$ cat src/verilog/elk_mem_pkg.sv
// Memory subsystem types, region codes, array sizes and download index
`default_nettype none

package elk_mem_pkg;

	////////////////////////////////////////////////////////////////////////////
	// Vector types
	////////////////////////////////////////////////////////////////////////////

	// CPU external address, A18..A0
	typedef logic [18:0] elk_addr_t;

	// Data byte on CPU and download side
	typedef logic [7:0] elk_byte_t;

	// ROM array address, slot in 16:14, offset below
	typedef logic [16:0] rom_addr_t;

	// RAM array address, bank in 16:14, offset below
	typedef logic [16:0] ram_addr_t;

	// Which array answers a CPU access
	typedef logic [1:0] mem_region_t;

	////////////////////////////////////////////////////////////////////////////
	// Region codes
	////////////////////////////////////////////////////////////////////////////

	// Hole in the map, reads zero
	localparam mem_region_t REGION_NONE = 2'd0;
	// One of the seven ROM slots
	localparam mem_region_t REGION_ROM  = 2'd1;
	// One of the eight sideways RAM banks
	localparam mem_region_t REGION_RAM  = 2'd2;

	////////////////////////////////////////////////////////////////////////////
	// Sizes of the fixed Electron map
	////////////////////////////////////////////////////////////////////////////

	// Offset bits inside one 16 KB bank
	localparam int BANK_BITS = 14;

	// Seven ROM slots of 16 KB
	localparam int ROM_WORDS = 7 * (1 << BANK_BITS);

	// Eight RAM banks of 16 KB
	localparam int RAM_WORDS = 8 * (1 << BANK_BITS);

	// Download image index that lands in ROM
	localparam elk_byte_t ROM_LOAD_INDEX = 8'd0;

endpackage

`default_nettype wire

$ cat src/verilog/elk_mem_decode.sv
// Address decoder: CPU address to ROM slot, RAM bank and region, plus RAM write pulse
`timescale 1ns/1ps
`default_nettype none

module elk_mem_decode import elk_mem_pkg::*; (
	input  wire         clk_sys,
	input  wire         arst_n,
	input  elk_addr_t   cpu_addr,
	input  wire         cpu_we_n,
	output rom_addr_t   rom_addr,
	output ram_addr_t   ram_addr,
	output mem_region_t region,
	output logic        ram_we
);

	// Slot number picked by the ROM half of the map
	logic [2:0] rom_slot;

	// Write strobe from the previous cycle
	logic we_n_q;

	////////////////////////////////////////////////////////////////////////////
	// Memory map
	////////////////////////////////////////////////////////////////////////////

	// Lower half holds ROM slots, upper half holds RAM and a hole
	always_comb begin
		rom_slot = 3'd0;
		region   = REGION_NONE;
		if (cpu_addr[18]) begin
			// 1_00_xx and 1_01_xx are RAM, 1_1x_xx is unmapped
			if (!cpu_addr[17]) begin
				region = REGION_RAM;
			end
		end else begin
			region = REGION_ROM;
			case (cpu_addr[17:14])
				// Single window slot
				4'b01_00: rom_slot = 3'd0;
				// OS image, seen through two windows
				4'b10_00,
				4'b10_01: rom_slot = 3'd1;
				// BASIC image, also twice
				4'b10_10,
				4'b10_11: rom_slot = 3'd2;
				4'b11_00: rom_slot = 3'd3;
				4'b11_01: rom_slot = 3'd4;
				4'b11_10: rom_slot = 3'd5;
				4'b11_11: rom_slot = 3'd6;
				// 0_00_xx and 0_01_01..0_01_11 are empty
				default: begin
					rom_slot = 3'd0;
					region   = REGION_NONE;
				end
			endcase
		end
	end

	// Offset is shared by every mapped window
	assign rom_addr = {rom_slot, cpu_addr[BANK_BITS-1:0]};

	// Bank number is the low three bits of the window
	assign ram_addr = {cpu_addr[16:14], cpu_addr[BANK_BITS-1:0]};

	////////////////////////////////////////////////////////////////////////////
	// RAM write pulse
	////////////////////////////////////////////////////////////////////////////

	// Idle high so no write fires straight out of reset
	always_ff @(posedge clk_sys or negedge arst_n) begin
		if (!arst_n) begin
			we_n_q <= 1'b1;
		end else begin
			we_n_q <= cpu_we_n;
		end
	end

	// First low cycle of the strobe only
	// ROM windows and the upper hole never write
	assign ram_we = (region == REGION_RAM) & we_n_q & ~cpu_we_n;

endmodule

`default_nettype wire

$ cat config.mk
export PLATFORM = sky130hd
export DESIGN_NAME = elk_mem_decode
export DESIGN_NICKNAME = d
export VERILOG_FILES = /design/src/verilog/elk_mem_pkg.sv /design/src/verilog/elk_mem_decode.sv
export SDC_FILE = /design/constraint.sdc
export NUM_CORES = 1
export LEC_CHECK = 0
export BUFFER_PORTS_ARGS = -buffer_cell sky130_fd_sc_hd__buf_2
export CORE_AREA = 2 2 39 41
export CTS_BUF_LIST = sky130_fd_sc_hd__clkbuf_4
export DETAILED_ROUTE_END_ITERATION = 10
export DIE_AREA = 0 0 41 43
export PLACE_DENSITY = 0.75
export SLEW_MARGIN = 20
export SYNTH_ARGS = -nofsm -noshare
export SYNTH_HDL_FRONTEND = slang
export SYNTH_SLANG_ARGS = --single-unit
$ cat constraint.sdc
create_clock -name clk_sys -period 2.2 [get_ports clk_sys]
set_input_delay 0.33 -clock clk_sys [delete_from_list [all_inputs] [get_ports clk_sys]]
set_output_delay 0.33 -clock clk_sys [all_outputs]
set_load 0.01 [all_outputs]
==> metrics.md <==
| Metric | Value |
|---|---|
| Min-Delay Path Class | `in2async` |
| Power, Total | `0.0509 mW` |
| Mapped Nets | `66` |
| Switching power | `0.0151 mW` |
| Max Slew Vio Count | `0` |
| Postcts setup bufs | `0` |
| Initial antenna violation count | `0` |
| Post-CTS sizing | `0` |
| Final antenna-violating net count | `0` |
| First-pass DRT Iterations | `1` |
| Biggest register | `we_n_q` |
| Unrepaired setup endpoints after global routing | `no` |
| Die height | `43 um` |
| Cell count after synthesis | `44` |
| Vias in the first global route | `143` |
| Global-route wire length before repair | `524 um` |
| Netlist cell types | `11` |
| Clock power frac | `0%` |
| Initial drt markers | `0` |
| Biggest regs | `we_n_q: 1 flops` |
| Mapped Area | `335 um^2` |
| Area of the multi-input gates | `76.3 um^2` |
| Logic pwr share | `59.8%` |
| Hold buffers post-CTS | `0` |
| Fill count | `162` |
| Crit start category | `primary input` |
| DR vias/cell | `3.31` |
| Area growth syn-to-layout | `-39.6%` |
| CP required | `1.87 ns` |
| Reg power frac | `40.2%` |
| Pwr/cell area | `251 nW/um^2` |
| ANT cells | `0` |
| Total gr overflow | `0` |
| Routability Congestion | `0.545` |
| Largest net degree at the start of global routing | `6` |
| Max Cap Viol | `0` |
| Result of the run | `completed` |
| Reg clk slew, reported paths | `0 ns` |
| Top cell type's share of synthesized area | `69.4%` |
| Layout cells sized above 1 | `65.5%` |
| Die area | `1760 um^2` |
| DRC viols | `0` |
| Synth area leaders | `buf_4 69%, dfstp_2 7.8%, nor2_1 4.5%` |
| Crit path capture type | `output pin` |
| Int Power | `0.0358 mW` |
| Nets@finish | `53` |
| Core Region | `1380 um^2` |
| Max reg flops | `1` |
| Total Wirelength | `367 um` |
| Mean Syn Cell Area | `7.62 um^2` |
| I/O pin cnt | `59` |
| Setup violators final | `0` |
| DIE WIDTH | `41 um` |
| Crit Path Max Fanout | `5` |
| Yosys warns | `0` |
| Fmax achieved | `0.756 GHz` |
| Crit Path Class | `in2out` |
| #FFs+latches synth | `1` |
| Initial Utilization | `24.2%` |
| Via count | `149` |
| Sequential fraction of the synthesis area | `7.84%` |
| Final setup TNS | `0 ns` |
| # port buffers | `16` |
| Yosys top cell by area | `buf_4` |
| Maximum VDD drop | `122 uV` |
| Worst EP arrival | `0.99 ns` |
| Leakage power | `0.112 nW` |
| Worst rel slew slack | `90.0%` |
| Register area | `26.3 um^2` |
| Worst-margin pin slew | `0.149 ns` |
| Switch share | `29.8%` |
| Gr usage total | `3.80%` |
| Crit path time final | `1.32 ns` |
| Row Count | `14` |
| Hold Fails Final Rpt | `0` |
| Drt wl/cell | `8.16 um` |
| Period utilization | `60.1%` |
-- worst paths after layout --
| check | to | from | depth (start not counted) | slack (ns) |
|---|---|---|---|---|
| setup / recovery | rom_addr[15] | cpu_addr[16] | 5 | 0.88 |
| hold / removal | we_n_q | arst_n | 1 | 0.26 |
| max in group asynchronous | we_n_q | arst_n | 1 | 1.92 |
| min in group clk_sys | we_n_q | cpu_we_n | 1 | 0.45 |
-- metal layers --
layer / vias to the layer above / track usage, % / part of all wire (%)
li1: 75 / - / -
met1: 64 / 3.81 / 32
met2: 10 / 6.56 / 45
met3: 0 / 0 / 23
met4: 0 / 3.33 / 0
met5: - / 0 / 0
-- layout make-up --
cell class / instances / area share [%]
tap: 16 / 9.88
timing repair buffer: 16 / 39.5
multi-input combinational: 12 / 37.7
sequential: 1 / 13.0
-- critical path, stage by stage --
cell and delay, ns:
buf_2 0.12, and2b_2 0.21, xnor2_1 0.12, nor2_1 0.08, buf_2 0.13
-- synth_stat cells --
cell	n
a21oi_1	1
and2b_2	1
and3b_1	1
buf_4	31
dfstp_2	1
nand2b_1	1
nor2_1	4
nor2b_1	1
nor3b_1	1
o21ba_2	1
xnor2_1	1
-- power by group through the flow --
| stage | combinational, mW | sequential, mW | clock [mW] |
|---|---|---|---|
| 2_1_floorplan | 0.0703 | 0.0204 | 0 |
| 3_3_place_gp | 0.0302 | 0.0205 | 0 |
| 3_5_place_dp | 0.0307 | 0.0205 | 0 |
| 4_1_cts | 0.0309 | 0.0205 | 0 |
| 5_1_grt | 0.0343 | 0.0206 | 0 |
| 6_report | 0.0305 | 0.0204 | 0 |
-- logic make-up (layout without fill, tap and decap cells) --
group           count (synthesis)  after routing  synth area share (%)
compound gates                  2              2                  4.48
xor+xnor                        1              1                  2.61
buf+inv                        31             16                  69.4
flops                           1              1                  7.84
simple gates                    9              9                  15.7
-- stage by stage --
stage / utilization (%) / area, um^2 / hold WS (ns) / setup WS [ns] / instances
after detailed placement: 14.6 / 203 / 0.266 / 0.878 / 45
after floorplan: - / 335 / 0.182 / 1.06 / 44
final: 14.6 / 203 / 0.263 / 0.877 / 45
after global placement: 14.6 / 203 / 0.263 / 0.886 / 45
after CTS: 14.6 / 203 / 0.266 / 0.873 / 45
after global routing: 14.6 / 203 / 0.267 / 0.807 / 45
-- layout by cell type (no fill, tap or decap), drive strengths merged --
| cell | n |
|---|---|
| buf | 16 |
| nor2 | 4 |
| a21oi | 1 |
| nor2b | 1 |
| nand2b | 1 |
| and2b | 1 |
| xnor2 | 1 |
| o21ba | 1 |
| and3b | 1 |
| nor3b | 1 |
| dfstp | 1 |
No activity file was read; power rests on OpenSTA's default activity.
