`src/verilog/elk_mem_pkg.sv`:
```
// Memory subsystem types, region codes, array sizes and download index
`default_nettype none

package elk_mem_pkg;

	////////////////////////////////////////////////////////////////////////////
	// Vector types
	////////////////////////////////////////////////////////////////////////////

	// CPU external address, A18..A0
	typedef logic [18:0] elk_addr_t;

	// Data byte on CPU and download side
	typedef logic [7:0] elk_byte_t;

	// ROM array address, slot in 16:14, offset below
	typedef logic [16:0] rom_addr_t;

	// RAM array address, bank in 16:14, offset below
	typedef logic [16:0] ram_addr_t;

	// Which array answers a CPU access
	typedef logic [1:0] mem_region_t;

	////////////////////////////////////////////////////////////////////////////
	// Region codes
	////////////////////////////////////////////////////////////////////////////

	// Hole in the map, reads zero
	localparam mem_region_t REGION_NONE = 2'd0;
	// One of the seven ROM slots
	localparam mem_region_t REGION_ROM  = 2'd1;
	// One of the eight sideways RAM banks
	localparam mem_region_t REGION_RAM  = 2'd2;

	////////////////////////////////////////////////////////////////////////////
	// Sizes of the fixed Electron map
	////////////////////////////////////////////////////////////////////////////

	// Offset bits inside one 16 KB bank
	localparam int BANK_BITS = 14;

	// Seven ROM slots of 16 KB
	localparam int ROM_WORDS = 7 * (1 << BANK_BITS);

	// Eight RAM banks of 16 KB
	localparam int RAM_WORDS = 8 * (1 << BANK_BITS);

	// Download image index that lands in ROM
	localparam elk_byte_t ROM_LOAD_INDEX = 8'd0;

endpackage

`default_nettype wire

```
`src/verilog/elk_mem_readback.sv`:
```
// Read data select: region aligned to array latency, ROM, RAM or zero
`timescale 1ns/1ps
`default_nettype none

module elk_mem_readback import elk_mem_pkg::*; (
	input  wire         clk_sys,
	input  wire         arst_n,
	input  mem_region_t region,
	input  elk_byte_t   rom_q,
	input  elk_byte_t   ram_q,
	output elk_byte_t   cpu_rdata
);

	// Region of the access now leaving the arrays
	mem_region_t region_q;

	// Same one-cycle delay as the array address registers
	// Clears to the hole so the bus reads zero after reset
	always_ff @(posedge clk_sys or negedge arst_n) begin
		if (!arst_n) begin
			region_q <= REGION_NONE;
		end else begin
			region_q <= region;
		end
	end

	////////////////////////////////////////////////////////////////////////////
	// Data select
	////////////////////////////////////////////////////////////////////////////

	always_comb begin
		case (region_q)
			REGION_ROM: cpu_rdata = rom_q;
			REGION_RAM: cpu_rdata = ram_q;
			// Unmapped windows float to zero
			default:    cpu_rdata = '0;
		endcase
	end

endmodule

`default_nettype wire

```
`config.mk`:
```
export PLATFORM = sky130hd
export DESIGN_NAME = elk_mem_readback
export DESIGN_NICKNAME = d
export VERILOG_FILES = /design/src/verilog/elk_mem_pkg.sv /design/src/verilog/elk_mem_readback.sv
export SDC_FILE = /design/constraint.sdc
export NUM_CORES = 1
export LEC_CHECK = 0
export BUFFER_PORTS_ARGS = -buffer_cell sky130_fd_sc_hd__buf_2
export CAP_MARGIN = 40
export CORE_AREA = 2 2 39 41
export DETAILED_ROUTE_END_ITERATION = 10
export DIE_AREA = 0 0 41 43
export PLACE_DENSITY_LB_ADDON = 0.12
export SYNTH_ARGS = -nofsm -noshare
export SYNTH_HDL_FRONTEND = slang
export SYNTH_SLANG_ARGS = --single-unit
```
`constraint.sdc`:
```
create_clock -name clk_sys -period 1.31 [get_ports clk_sys]
set_clock_uncertainty 0.2 [all_clocks]
set_input_delay 0.1965 -clock clk_sys [delete_from_list [all_inputs] [get_ports clk_sys]]
set_output_delay 0.1965 -clock clk_sys [all_outputs]
set_load 0.05 [all_outputs]
```
==> results.cfg, run 1 <==
[yosys]
synth_cells = 25
avgSynthCellArea_um2 = 9.409
post-synth-top-area-cell = a22oi_2
synthesis.nets = 47
ys_seq_elements = 2
yosysWarnings = 0
post_synth_main_area_contributors = a22oi_2 43%, dfrtp_1 21%, nor2_1 13%
synth_top_area_frac = 0.4255
seq_area_frac_synth = 0.2128
synth_area_um2 = 235.2
synth_cell_type_count = 8

[route]
m1WireLength_um = 238
routed_wl_um = 714
wl_per_cell_um = 10.06
ant_nets = 0
dr_wl_met3_um = 74
drc_errors = 0
vias = 292
route.met2.wl_um = 401
dr.max_layer_used = met3
viasPerCell = 4.113
dr.pass1.iters = 1
drt_iter0_drc = 0

[hold_path]
min_path_type = input port to asynchronous set/reset pin

[power]
pwr-share-clk = 0.321
p_leak_nw = 0.2312
p_seq_frac = 0.162
sw_frac_of_total = 0.3836
power_density_nw_per_um2 = 763.4
totalPowerFinal_mw = 0.4270
peakVddDrop_uv = 331.3
internal-power_mw = 0.2632
p_switching_mw = 0.1638
comb_power_share = 0.517

[floorplan]
fp-row-count = 14
core_area_um2 = 1384
io_pins = 28
die_h_um = 43
die-area_um2 = 1763
die-width_um = 41
start_util = 0.1700

[global_routing]
grt_pass1_wl_um = 979
grt_pass1_vias = 271
grt_start_max_net_pins = 9
grtUsageTotal = 0.09018
gr-total-overflow = 0
antenna_found_initial = 0

[layout]
utilization = 0.4042
nets = 79
diodes = 0
syn_to_final_growth_pct = 137.8
post_layout_nonfiller_instances = 71
largest_reg_flops = 2
top_register = region_q
reg_top3 = region_q: 2 flops
drive_gt1_frac = 0.9091

[clocking]
h-tree-depth = 1
cts_root_buf = clkbuf_4
clkSinkCount = 2
cts_made_buffers = 3
clk_pin_slew_ns = 0.03
postCtsSetupBuffers = 0
cts_tree = done
cts_max_path_buffers = 2

[timing]
fmax_mhz = 590.2
tightest_slew_ns = 0.2430
max_slew_margin = 0.8380
maxSlewViolCount = 0
setup_violations = 8
final.min_clock_period_ns = 1.694
finalCritPeriodShare = 1.293
setup_slack_ns = -0.3844
hold_viol_final = 0
rsz0062_at_grt = true

[place]
dp_hpwl_um = 524.4
dp_cells = 66
port_buffers = 27
gp_congestion = 0.5859

[setup_path]
critPathSlowestCell = dfrtp_1
worstPathRequired_ns = 0.91
cp-start-kind = register
cp-end-kind = output port
critPathKind = register to output port
crit_arrival_ns = 1.30
critPathMaxFanout = 8
cp_num_buf_inv = 2
path_cells = inv_2 -> ha_4 -> a22oi_2 -> nor2_4 -> buf_6
cp_slowest_stage_delay_ns = 0.39
cp_top_family = flip-flops

[run_status]
outcome = finished, violations left
violations = setup timing

[run]
max_cap_viol_count = 0
## cell usage after synthesis (all sizes together)
| library cell | number |
|---|---|
| a22oi | 8 |
| dfrtp | 2 |
| nor2 | 8 |
| buf | 3 |
| ha | 2 |
| inv | 2 |
## per-layer routing
layer	GRT usage	vias to the layer above
met5	0	-
li1	-	147
met3	0.03141	0
met1	0.07348	129
met4	0.1000	0
met2	0.1438	16
## cell type report
cell class,instances,area (um2)
Fill cell,139,824.5
Clock buffer,3,22.52
Multi-Input combinational cell,18,240.2
Tap cell,16,20.02
Sequential cell,2,50.05
Timing Repair Buffer,30,219.0
Inverter,2,7.507
## metrics by stage
stage,TNS (ns),area [um2],hold slack (ns),worst slack [ns]
4_1_cts,-3.243,555.5,0.06531,-0.4084
2_1_floorplan,-1.377,302.8,-0.2991,-0.1721
3_3_place_gp,-3.682,447.9,-0.2162,-0.4672
5_1_grt,-3.571,559.3,0.08674,-0.4528
3_5_place_dp,-3.691,447.9,-0.2180,-0.4665
6_report,-3.050,559.3,0.07503,-0.3844
## layout by cell type, fill, tap and decap left out
master / count
nor2_4: 8
ha_4: 2
inv_2: 2
dlygate4sd3_1: 3
buf_8: 1
dfrtp_1: 2
buf_6: 7
buf_2: 19
clkbuf_4: 3
a22oi_2: 8
## worst max path at each step
stage / start / endpoint / depth (start not counted)
6_report: region_q[1] / cpu_rdata[3] / 5
3_3_place_gp: region_q[1] / cpu_rdata[2] / 5
2_1_floorplan: region_q[0] / cpu_rdata[0] / 4
3_5_place_dp: region_q[1] / cpu_rdata[4] / 5
4_1_cts: region_q[0] / cpu_rdata[4] / 4
5_1_grt: region_q[0] / cpu_rdata[5] / 4
## timing repair
item / CTS / global route
pin swaps: 1 / 1
hold buffers: 3 / 0
hold endpoints to repair: 4 / 0
setup endpoints to repair: 8 / 8
gates resized for setup: 22 / 1
## power groups by stage
stage	Sequential (mW)	Clock, mW	Combinational [mW]
after detailed placement	0.0678	0	0.194
after floorplan	0.0674	0	0.138
final	0.0693	0.137	0.221
after CTS	0.0695	0.148	0.221
after global placement	0.0677	0	0.195
after global routing	0.0698	0.151	0.233
## cell families (layout without fill, tap and decap cells)
group / count (synthesis) / count (layout) / share of synthesized area
flops: 2 / 2 / 0.2128
buf+inv: 5 / 35 / 0.1277
compound gates: 8 / 8 / 0.4255
simple gates: 8 / 8 / 0.1277
fa+ha+maj: 2 / 2 / 0.1064
Power figures use the tool's default switching activity.
==> run 2, diff against run 1 <==
Settings changed: CTS_BUF_LIST set to sky130_fd_sc_hd__clkbuf_2 sky130_fd_sc_hd__clkbuf_4 sky130_fd_sc_hd__clkbuf_8, GPL_TIMING_DRIVEN set to 0.
==> run 2 against run 1 <==
The flow still finishes with violations (setup timing). Hold slack gained 0.012 ns. Clock power is essentially flat. Utilization grew 0.81 points. Largest cell class unchanged. Flip-flop and latch count is the same. Fmax shrank 1.2%. Setup slack lost 0.020 ns. Cell count is the same. Wire length shrank 1.1%. Non-clock buffer count is the same. Via count grew 2.1%. Sequential power is essentially flat. Die area is the same.
==> results.cfg, run 2 (synthesis results as in run 1) <==
[floorplan]
start_util = 0.1700
core_area_um2 = 1384
die-width_um = 41
die-area_um2 = 1763
io_pins = 28
fp-row-count = 14
die_h_um = 43

[setup_path]
crit_arrival_ns = 1.32
critPathMaxFanout = 8
cp-start-kind = register
cp_num_buf_inv = 2
critPathSlowestCell = dfrtp_1
path_cells = inv_2 -> ha_4 -> a22oi_2 -> nor2_4 -> buf_6
cp_slowest_stage_delay_ns = 0.39
worstPathRequired_ns = 0.91
critPathKind = register to output port
cp_top_family = flip-flops
cp-end-kind = output port

[clocking]
cts_tree = done
cts_max_path_buffers = 2
h-tree-depth = 1
cts_made_buffers = 3
clk_pin_slew_ns = 0.03
postCtsSetupBuffers = 0
clkSinkCount = 2
cts_root_buf = clkbuf_4

[timing]
setup_slack_ns = -0.4041
hold_viol_final = 0
tightest_slew_ns = 0.2353
rsz0062_at_grt = true
setup_violations = 8
finalCritPeriodShare = 1.308
fmax_mhz = 583.4
final.min_clock_period_ns = 1.714
fin_tns_setup_ns = -3.149
max_slew_margin = 0.8431
maxSlewViolCount = 0

[power]
comb_power_share = 0.521
power_density_nw_per_um2 = 759.1
peakVddDrop_uv = 318.3
pwr-share-clk = 0.319
p_leak_nw = 0.2365
internal-power_mw = 0.2671
sw_frac_of_total = 0.3834
p_seq_frac = 0.160
p_switching_mw = 0.1660

[global_routing]
grt_pass1_vias = 300
grtUsageTotal = 0.09328
gr-total-overflow = 0
antenna_found_initial = 0
grt_start_max_net_pins = 9
grt_pass1_wl_um = 1069

[layout]
mostFrequentLayoutCells = 19 x buf_2, 8 x a22oi_2, 8 x nor2_4
diodes = 0
final_common_cell = buf_2
reg_top3 = region_q: 2 flops
nets = 79
largest_reg_flops = 2
syn_to_final_growth_pct = 142.6
post_layout_nonfiller_instances = 71
top_register = region_q
drive_gt1_frac = 0.9091
stdcell_area_um2 = 570.5

[route]
ant_nets = 0
wl_per_cell_um = 9.944
drt_iter0_drc = 0
vias = 298
drc_errors = 0
viasPerCell = 4.197
routed_wl_um = 706
dr.pass1.iters = 1

[place]
place_area_um2 = 457.9
pre_cts_ws_ns = -0.2612
port_buffers = 27
gp_congestion = 0.5891
dp_cells = 68

[run_status]
outcome = finished, violations left
violations = setup timing

[run]
max_cap_viol_count = 0

[hold_path]
min_path_type = input port to asynchronous set/reset pin
run 2: cell counts in the layout (fill, tap and decap cells not counted):
Identical to the previous run, type by type.
run 2: layout make-up:
class,count,area (um2)
clock buffers,3,22.52
fillers,139,813.3
inverters,2,7.507
multi-input cells,18,240.2
flip-flops and latches,2,50.05
well taps,16,20.02
repair buffers,30,230.2
run 2: timing repair:
action	in CTS	in global routing
pin swaps	17	12
endpoints found under the setup margin	8	8
hold buffers	3	0
gates resized for setup	26	3
endpoints found under the hold margin	4	0
run 2: routing by layer:
metal	up-vias	wire, um	global-route usage
met3	0	59	0.03141
met2	16	394	0.1469
li1	148	-	-
met4	0	0	0.08000
met5	-	0	0
met1	134	252	0.08974
run 2: power by group through the flow:
stage | registers (mW) | clock network, mW | logic, mW
3_5_place_dp | 0.0677 | 0 | 0.191
5_1_grt | 0.0697 | 0.149 | 0.236
2_1_floorplan | 0.0674 | 0 | 0.138
4_1_cts | 0.0693 | 0.149 | 0.236
6_report | 0.0692 | 0.138 | 0.226
3_3_place_gp | 0.0677 | 0 | 0.191
run 2: stage by stage:
step                total power [mW]  hold WS, ns    util
finish                        0.4331      0.08716  0.4123
global route                  0.4553      0.09667  0.4123
CTS                           0.4545      0.06916  0.4295
detailed placement            0.2588      -0.2170  0.3309
global placement              0.2586      -0.2160  0.3309
floorplan                     0.2051      -0.2991       -
run 2: how the worst max path moves through the flow:
stage | startpoint | end | slack, ns | cells past startpoint
after global placement | region_q[0] | cpu_rdata[6] | -0.27 | 5
after floorplan | region_q[0] | cpu_rdata[0] | -0.17 | 4
after detailed placement | region_q[0] | cpu_rdata[2] | -0.26 | 5
after CTS | region_q[0] | cpu_rdata[2] | -0.43 | 6
final | region_q[1] | cpu_rdata[3] | -0.40 | 5
after global routing | region_q[1] | cpu_rdata[3] | -0.47 | 5
==> run 3, diff against run 2 <==
Settings changed: BUFFER_PORTS_ARGS -buffer_cell sky130_fd_sc_hd__buf_2 to unset, CTS_CLUSTER_SIZE set to 28, DONT_BUFFER_PORTS set to 1.
==> run 3 against run 2 <==
The run still ends with setup timing left. Combinational power decreased by 24%. Hold slack improved by 0.24 ns. Sequential power decreased by 3.0%. Utilization decreased by 11 points. Global-route usage decreased by 1.1 points.
==> results.cfg, run 3 (synthesis results as in run 1) <==
[layout]
reg_top3 = region_q: 2 flops
top_register = region_q
stdcell_area_um2 = 412.9
nFillCells = 136
diodes = 0
drive_gt1_frac = 0.7500
mostFrequentLayoutCells = 8 x a22oi_2, 8 x nor2_4, 4 x dlygate4sd3_1
nets = 56
largest_reg_flops = 2
syn_to_final_growth_pct = 75.53

[route]
vias = 225
drt_iter0_drc = 2
dr.pass1.iters = 2
wl_per_cell_um = 12.06
routed_wl_um = 579
viasPerCell = 4.688
drc_errors = 0
ant_nets = 0

[global_routing]
grt_start_max_net_pins = 9
grt_pass1_wl_um = 862
gr-total-overflow = 0
antenna_found_initial = 0
grt_pass1_vias = 209
grtUsageTotal = 0.08233

[power]
p_leak_nw = 0.1325
totalPowerFinal_mw = 0.3752
power_density_nw_per_um2 = 908.6
peakVddDrop_uv = 309.6

[clocking]
cts_tree = done
h-tree-depth = 1
clk_pin_slew_ns = 0.03
cts_root_buf = clkbuf_4
cts_made_buffers = 3
clkSinkCount = 2
cts_max_path_buffers = 2

[setup_path]
cp-end-kind = output port
crit_arrival_ns = 1.37
worstPathRequired_ns = 0.91
cp-startpoint = region_q[1]
critPathKind = register to output port
cp-start-kind = register
critPathMaxFanout = 8

[timing]
fmax_mhz = 566.0
max_slew_margin = 0.7797
setup_violations = 8
rsz0062_at_grt = true
finalCritPeriodShare = 1.349
tightest_slew_ns = 0.3296
final.min_clock_period_ns = 1.767
hold_viol_final = 0
setup_slack_ns = -0.4569
maxSlewViolCount = 0

[floorplan]
core_area_um2 = 1384
start_util = 0.1700
die_h_um = 43
io_pins = 28
fp-row-count = 14
die-area_um2 = 1763
die-width_um = 41

[hold_path]
worstHoldStart = region[0]
min_path_type = input port to register

[place]
place_area_um2 = 322.8
gp_congestion = 0.4951
port_buffers = 0
pre_cts_ws_ns = -0.2242

[run]
max_cap_viol_count = 0

[run_status]
outcome = finished, violations left
violations = setup timing
[run 3: changes by cell type in the layout (fill, tap and decap cells not counted)]
cell and change:
inv_1 +2, inv_2 -2, buf_12 +1, buf_2 -19, ha_2 +1, buf_4 +1, ha_4 -1, buf_6 -4
dlygate4sd3_1 +1, buf_8 -3
[run 3: worst max-delay path, stage by stage, from the launching register on]
cell and delay, ns:
dfrtp_1 0.37, buf_4 0.14, ha_4 0.21, buf_12 0.15, nor2_4 0.27
[run 3: power by group]
part / internal [mW] / switching, mW / leakage, nW
logic: 0.0621 / 0.109 / 0.0954
registers: 0.0654 / 0.00169 / 0.0233
clock network: 0.101 / 0.0359 / 0.0138
[run 3: layer usage]
| layer | GRT usage | up-vias | wire [um] |
|---|---|---|---|
| li1 | - | 102 | - |
| met1 | 0.07717 | 103 | 147 |
| met2 | 0.1156 | 18 | 349 |
| met3 | 0.03141 | 2 | 63 |
| met4 | 0.1000 | 0 | 19 |
| met5 | 0 | - | 0 |
[run 3: worst paths after layout]
path,endpoint,slack [ns],depth (start not counted)
min in group asynchronous,region_q[0],0.53,2
max in group asynchronous,region_q[1],0.26,2
worst min-delay path,region_q[0],0.32,1
worst max-delay path,cpu_rdata[3],-0.46,4
[run 3: through the flow]
stage / setup TNS [ns] / utilization / instances / hold WS, ns
after floorplan: -1.377 / - / 25 / -0.2991
after detailed placement: -1.763 / 0.2333 / 41 / -0.2990
after global placement: -1.559 / 0.2333 / 41 / -0.2990
after global routing: -4.150 / 0.2984 / 48 / 0.3148
after CTS: -3.689 / 0.2939 / 48 / 0.3133
final: -3.631 / 0.2984 / 48 / 0.3244
[run 3: cell type report]
type | instances | area, um2 | area share
Clock buffer | 3 | 22.52 | 0.05455
Timing Repair Buffer | 5 | 47.55 | 0.1152
Inverter | 2 | 7.507 | 0.01818
Tap cell | 16 | 20.02 | 0.04848
Sequential cell | 2 | 50.05 | 0.1212
Multi-Input combinational cell | 18 | 230.2 | 0.5576
Buffer | 2 | 35.03 | 0.08485
[run 3: timing repair]
action                                  in CTS  in global routing
buffers inserted                             0                  1
hold buffers                                 4                  0
endpoints found under the setup margin       8                  8
hold endpoints to repair                     4                  0
pin swaps                                    8                  9
gates resized for setup                      3                  2
